File: config.mk
export PLATFORM = sky130hd
export DESIGN_NAME = ex_mem_reg
export DESIGN_NICKNAME = d
export VERILOG_FILES = /design/src/design/rv_pkg.sv /design/src/design/ex_mem_reg.sv
export VERILOG_INCLUDE_DIRS = /design/src /design/src/include
export SDC_FILE = /design/constraint.sdc
export NUM_CORES = 1
export LEC_CHECK = 0
export ABC_AREA = 1
export BUFFER_PORTS_ARGS = -buffer_cell sky130_fd_sc_hd__buf_2
export CAP_MARGIN = 0
export CORE_MARGIN = 4
export CORE_UTILIZATION = 35
export CTS_BUF_LIST = sky130_fd_sc_hd__clkbuf_16
export DETAILED_ROUTE_END_ITERATION = 8
export GPL_TIMING_DRIVEN = 0
export PLACE_DENSITY = 0.7
export SKIP_LAST_GASP = 1
export SLEW_MARGIN = 40
export SYNTH_ARGS = -nofsm -noshare
export SYNTH_HDL_FRONTEND = slang
export SYNTH_SLANG_ARGS = --single-unit
export TNS_END_PERCENT = 5
File: constraint.sdc
create_clock -name clk -period 1.2 [get_ports clk]
set_clock_uncertainty 0.2 [all_clocks]
set_input_delay 0.12 -clock clk [delete_from_list [all_inputs] [get_ports clk]]
set_output_delay 0.12 -clock clk [all_outputs]
set_load 0.01 [all_outputs]
File: src/include/rv_settings.svh
// Execute-to-memory slice settings
// Data and address widths, data RAM depth, pipeline flow codes,
// result-control codes and the reset values of the EX/MEM register

`ifndef RV_SETTINGS_SVH
`define RV_SETTINGS_SVH

// Datapath and register file geometry
`define CPU_WIDTH        32
`define REG_ADDR_WIDTH   5
`define CSR_ADDR_WIDTH   12

// Data RAM depth in words, a power of two
`define DMEM_WORDS       256

// Top address nibble of the instruction region
`define INSTMEM_NIBBLE   4'h0

// ----------------------------------------
// Pipeline flow command
`define FLOW_WIDTH       2
`define FLOW_CODE_WORK   2'b00
`define FLOW_CODE_STOP   2'b01
`define FLOW_CODE_REFR   2'b10

// ----------------------------------------
// Result control and reset values
`define RESCTRL_WIDTH    2
`define RESCTRL_CODE_REG  2'b00
`define RESCTRL_CODE_MEM  2'b01
`define RESCTRL_CODE_CSR  2'b10
`define RESCTRL_CODE_NONE 2'b11
`define RST_PC           32'h0000_0000

`endif

File: src/design/rv_pkg.sv
// Shared types for the execute-to-memory slice
// Flow and result-control codes, instruction word views, opcodes
// and the bundles passed between the execute and memory stages

`default_nettype none

`include "rv_settings.svh"

package rv_pkg;

    typedef enum logic [`FLOW_WIDTH-1:0] {
        FLOW_WORK    = `FLOW_CODE_WORK,
        FLOW_STOP    = `FLOW_CODE_STOP,
        FLOW_REFRESH = `FLOW_CODE_REFR
    } flow_e;

    typedef enum logic [`RESCTRL_WIDTH-1:0] {
        RESCTRL_REG  = `RESCTRL_CODE_REG,
        RESCTRL_MEM  = `RESCTRL_CODE_MEM,
        RESCTRL_CSR  = `RESCTRL_CODE_CSR,
        RESCTRL_NONE = `RESCTRL_CODE_NONE
    } resctrl_e;

    // Major opcodes handled by this slice
    localparam logic [6:0] OPC_OP     = 7'b0110011;
    localparam logic [6:0] OPC_OP_IMM = 7'b0010011;
    localparam logic [6:0] OPC_LOAD   = 7'b0000011;
    localparam logic [6:0] OPC_STORE  = 7'b0100011;
    localparam logic [6:0] OPC_SYSTEM = 7'b1110011;

    // ----------------------------------------
    // Instruction word views, MSB first
    typedef struct packed {
        logic [6:0]                  funct7;
        logic [`REG_ADDR_WIDTH-1:0]  rs2;
        logic [`REG_ADDR_WIDTH-1:0]  rs1;
        logic [2:0]                  funct3;
        logic [`REG_ADDR_WIDTH-1:0]  rd;
        logic [6:0]                  opcode;
    } r_fmt_t;

    typedef struct packed {
        logic [11:0]                 imm12;
        logic [`REG_ADDR_WIDTH-1:0]  rs1;
        logic [2:0]                  funct3;
        logic [`REG_ADDR_WIDTH-1:0]  rd;
        logic [6:0]                  opcode;
    } i_fmt_t;

    typedef struct packed {
        logic [6:0]                  imm_hi;
        logic [`REG_ADDR_WIDTH-1:0]  rs2;
        logic [`REG_ADDR_WIDTH-1:0]  rs1;
        logic [2:0]                  funct3;
        logic [4:0]                  imm_lo;
        logic [6:0]                  opcode;
    } s_fmt_t;

    typedef union packed {
        r_fmt_t r_fmt;
        i_fmt_t i_fmt;
        s_fmt_t s_fmt;
    } inst_u;

    // ----------------------------------------
    // Stage bundles
    typedef struct packed {
        logic [`CPU_WIDTH-1:0]       rs1_data;
        logic [`CPU_WIDTH-1:0]       rs2_data;
        inst_u                       inst;
        logic [`CPU_WIDTH-1:0]       pc;
        logic                        reg_wr_en;
        logic [`REG_ADDR_WIDTH-1:0]  reg_wr_addr;
        logic                        csr_wr_en;
        logic [`CSR_ADDR_WIDTH-1:0]  csr_wr_addr;
        logic [`CPU_WIDTH-1:0]       csr_rd_data;
    } ex_in_t;

    typedef struct packed {
        logic [`CPU_WIDTH-1:0]       rs2_data;
        inst_u                       inst;
        logic [`CPU_WIDTH-1:0]       pc;
        resctrl_e                    res_op;
        logic [`CPU_WIDTH-1:0]       alu_res;
        logic                        reg_wr_en;
        logic [`REG_ADDR_WIDTH-1:0]  reg_wr_addr;
        logic                        csr_wr_en;
        logic [`CSR_ADDR_WIDTH-1:0]  csr_wr_addr;
        logic [`CPU_WIDTH-1:0]       csr_rd_data;
        logic                        is_store;
    } ex_mem_t;

    typedef struct packed {
        logic                        wr_en;
        logic [`REG_ADDR_WIDTH-1:0]  wr_addr;
        logic [`CPU_WIDTH-1:0]       wr_data;
    } wb_t;

endpackage

`default_nettype wire

File: src/design/ex_mem_reg.sv
// EX/MEM pipeline register
// Captures the execute bundle on work, holds on stop and
// loads a bubble on refresh or the spare flow code

`timescale 1ns/10ps
`default_nettype none

`include "rv_settings.svh"

module ex_mem_reg (
    input  logic            clk,
    input  logic            rst_n,
    input  rv_pkg::flow_e   flow_i,
    input  rv_pkg::ex_mem_t d_i,
    output rv_pkg::ex_mem_t q_o
);

    // Empty slot, also the reset state
    localparam rv_pkg::ex_mem_t RST_VAL = '{
        res_op:  rv_pkg::RESCTRL_NONE,
        pc:      `RST_PC,
        default: '0
    };

    rv_pkg::ex_mem_t bubble;

    // Refresh clears everything except the ALU result
    always_comb begin
        bubble         = RST_VAL;
        bubble.alu_res = q_o.alu_res;
    end

    // ----------------------------------------
    // Flow-controlled capture
    always_ff @(posedge clk or negedge rst_n) begin
        if (!rst_n) begin
            q_o <= RST_VAL;
        end else begin
            case (flow_i)
                rv_pkg::FLOW_WORK: begin
                    q_o <= d_i;
                end
                rv_pkg::FLOW_STOP: begin
                    q_o <= q_o;
                end
                rv_pkg::FLOW_REFRESH: begin
                    q_o <= bubble;
                end
                // Unused code behaves as refresh
                default: begin
                    q_o <= bubble;
                end
            endcase
        end
    end

endmodule

`default_nettype wire

[After elaboration in Yosys (flattened, before gate mapping)]
Index checks and enable logic that the tools add are counted.
Word-level totals
  logic and storage cells: 16
  register bits after elaboration: 182
  output and inout bits: 182
  input port bits: 186
Operators by class
  bitwise operators: 1
  reduce and logical (&&, ||, !) cells: 2
  muxes and demuxes: 1
  equality and inequality tests: 1
Operator list (number)
  $pmux 182 s2: 1
  $eq 2x1->1 const B: 1
  $logic_not 2->1: 1
  $reduce_and 2->1: 1
  $not 1->1: 1

[Depth between registers and ports, before layout]
  word-level depth: 3
  gate-level depth with buffers: 6
  depth with buffers taken out: 4

[Worst setup path before layout]
Ideal clock, no wire load.
  path type: input to register
  start: in flow_i[1]
  end: reg q_o[100] (netlist name)
  setup time: 0.065 ns
  arrival: 0.786 ns
  stages on the path: 5
  data required time: 0.935 ns
  path buffers: 2
  path slack: 0.150 ns
  path through: nor2_2 -> buf_4 -> buf_2 -> nand2_1 -> nand2_1
Between the ends
  cells in the longest elaborated chain, start to end: 2
  elaborated cells on any way between the ends: 3
  classes of those cells: eq/ne: 1; mux: 1; reduce/logical: 1
Ends and longest elaborated chain
  start: declaration: RTL line ex_mem_reg.sv:13  | input rv_pkg::flow_e flow_i,
  $eq 2x1->1 or $logic_not 2->1 (tied branches): RTL line ex_mem_reg.sv:39  | case (flow_i)
  $pmux 182 s2: RTL line ex_mem_reg.sv:39
  end signal: assignment: RTL line ex_mem_reg.sv:41  | q_o <= d_i;
  end signal: assignment: RTL line ex_mem_reg.sv:44  | q_o <= q_o;
  end signal: assignment: RTL line ex_mem_reg.sv:47  | q_o <= bubble;
  end: declaration: RTL line ex_mem_reg.sv:15  | output rv_pkg::ex_mem_t q_o
Parallel ways exist; a longest one is shown, timed or not. The select of a mux whose other input is x is not followed.
A chain may end at the register's enable or synchronous reset.

[Worst setup path in the final report]
  start: reg q_o[85] (netlist name)
  end: out q_o[85] (netlist name)
No word-level cell between the ends.

==> qor.csv <==
metric,value,unit
syn-num-nets,957,
first_pass_iters,4,
cap_violations,0,
fmax,717.9,MHz
avgSynthCellArea,8.838,µm²
synth_largest_area_cell,dfrtp_1,
start_util,0.3595,
synth_top_area_frac,0.6610,
fp.dieW,147.5,µm
seq_area_frac_synth,0.6687,
finalSetupViolCount,183,
area_growth,69.61,%
period_share,1.161,
cpMaxStageDelayCell,dfstp_2,
r2r_slack,150,ps
cpLargestDelayFamily,flip-flops,
async_flop_share,1.000,
largest_register_ffs,182,
final_cells,1625,
grt_pass1_vias,7667,
crit_path_end_kind,output pin,
final_net_count,1538,
pin_count,368,
grt_pass1_wl,39290,µm
seq_area,4557,µm²
slew_headroom,0.6135,
yosysWarnings,0,
top_register,q_o,
reg_top3,q_o (182),
wl_per_cell,15.47,µm
maxSlewViolCount,0,
critPathBufInv,1,
row_count,50,
cts_num_sinks,182,
tightest_slew,579.8,ps
ys.flop_type,dfrtp_1,
required,880,ps
cp.arrival,1070,ps
cts_root_buffer,clkbuf_16,
die_area,21770,µm²
fin_setup_tns,-11710,ps
vias,7292,
dp_cells,1400,
violations,"negative hold slack, negative setup slack",
path_class,register to output pin,
multi_input_area,2078,µm²
grt_antenna_before_repair,0,
leakage,6.807,nW
crit_fanout,2,
gp_congestion,0.8136,
outcome,finished with violations,
routed_wl,25130,µm
peakVddDrop,0.8817,mV
cts_max_path_buffers,2,
synthesis.area,6814,µm²
yosysMostFrequentCell,nand2_1,
reg2reg_depth,4,
grt_max_degree,77,
fp.dieH,147.5,µm
reg2reg_to,q_o[17],
synth_area_leaders,"dfrtp_1, nand2_1, buf_2, dfstp_2, clkbuf_1",
io_buffers,367,
overflow,0,
h-tree-depth,4,
fin_ws,-192.9,ps
ctsHoldBuffers,186,
synth_commonest_cells,"nand2_1, dfrtp_1, buf_2, clkbuf_1, buf_4",
hpwl,15780,µm
synth-edff-count,0,
cp_slowest_stage_delay,550,ps
route.detailed.drc,0,
synth_seq_cells,182,
start_kind,register,
drive_above_1_share,0.3187,
min_path_type,input port to async pin,
power_density,1250,nW/µm²
grt_setup_unrepaired,true,
cts_tree,built,
cts_buffers,17,
drt_iter0_markers,367,
ant_nets,0,
period_needed,1393,ps
clkLatencyLatePin,410,ps
hold_viol_final,33,
path_cells,buf_6,
synth_cell_types,11,
hold_slack,-28.37,ps
vias_per_cell,4.487,
coreArea,18960,µm²
nFillCells,1509,
synthCells,771,
grt.total_usage,0.2260,
clk_pin_slew,80,ps
reg2reg_from,q_o[17],
insertedDiodeCount,0,
[layer usage]
| metal | share of wire | vias up | track usage |
|---|---|---|---|
| met3 | 0.096 | 77 | 0.07909 |
| met2 | 0.49 | 371 | 0.3877 |
| met4 | 0.045 | 0 | 0.1109 |
| met1 | 0.37 | 3372 | 0.2501 |
| met5 | 0 | - | 0 |
| li1 | - | 3472 | - |
[how the worst max path moves through the flow]
stage / startpoint / to / slack, ps / cells after the start
after floorplan: flow_i[1] / q_o[100] / 150 / 5
after global placement: rst_n / q_o[151] / -3150 / 1
after detailed placement: flow_i[1] / q_o[126] / -740 / 6
after CTS: q_o[85] / q_o[85] / -210 / 1
after global routing: q_o[85] / q_o[85] / -240 / 1
final: q_o[85] / q_o[85] / -190 / 1
[where the power goes]
part	switching [mW]	leakage (nW)	internal, mW	total (mW)
logic	1.22	4.14	1.16	2.38
clock network	2.57	0.284	2.73	5.29
registers	0.229	2.39	6.55	6.78
total	4.01	6.81	10.4	14.4
[cell type report]
type,count,area share
sequential,182,0.3943
timing repair buffer,562,0.3334
multi-input combinational,549,0.1798
clock buffer,17,0.03681
tap,260,0.02815
buffer,38,0.01591
clock inverter,15,0.01093
inverter,2,0.0006496
[stage by stage]
stage / hold slack, ps / area, µm² / power, mW / util / setup slack, ps
5_1_grt: -13.51 / 11560 / 15.17 / 0.6097 / -235.9
2_1_floorplan: -375.6 / 6814 / 7.589 / - / 149.5
3_3_place_gp: 118.9 / 8976 / 8.633 / 0.4735 / -3148
3_5_place_dp: -183.2 / 9041 / 8.693 / 0.4770 / -739.1
4_1_cts: -59.12 / 11490 / 14.53 / 0.6064 / -212.9
6_report: -28.37 / 11560 / 14.45 / 0.6097 / -192.9
[what timing repair did]
| item | 4_1_cts | 5_1_grt |
|---|---|---|
| gates resized for setup | 5 | 5 |
| pin swaps | 1 | 0 |
| endpoints found under the setup margin | 311 | 184 |
| buffers inserted | 2 | 5 |
| hold endpoints to repair | 362 | 24 |
[cell families (layout without fill, tap and decap cells)]
family / after synthesis / in the layout / share of synthesized area
compound gates: 2 / 2 / 0.001469
buf+inv: 40 / 634 / 0.02773
simple gates: 547 / 547 / 0.3021
flops: 182 / 182 / 0.6687
[cell usage in the layout, fill, tap and decap left out, drive strengths merged]
master	synthesis	final
a21oi	2	2
buf	26	402
clkbuf	12	29
clkinv	0	5
dfrtp	180	180
dfstp	2	2
dlygate4sd3	0	186
inv	2	12
nand2	545	545
nor2	2	2
Power figures use the tool's default switching activity.
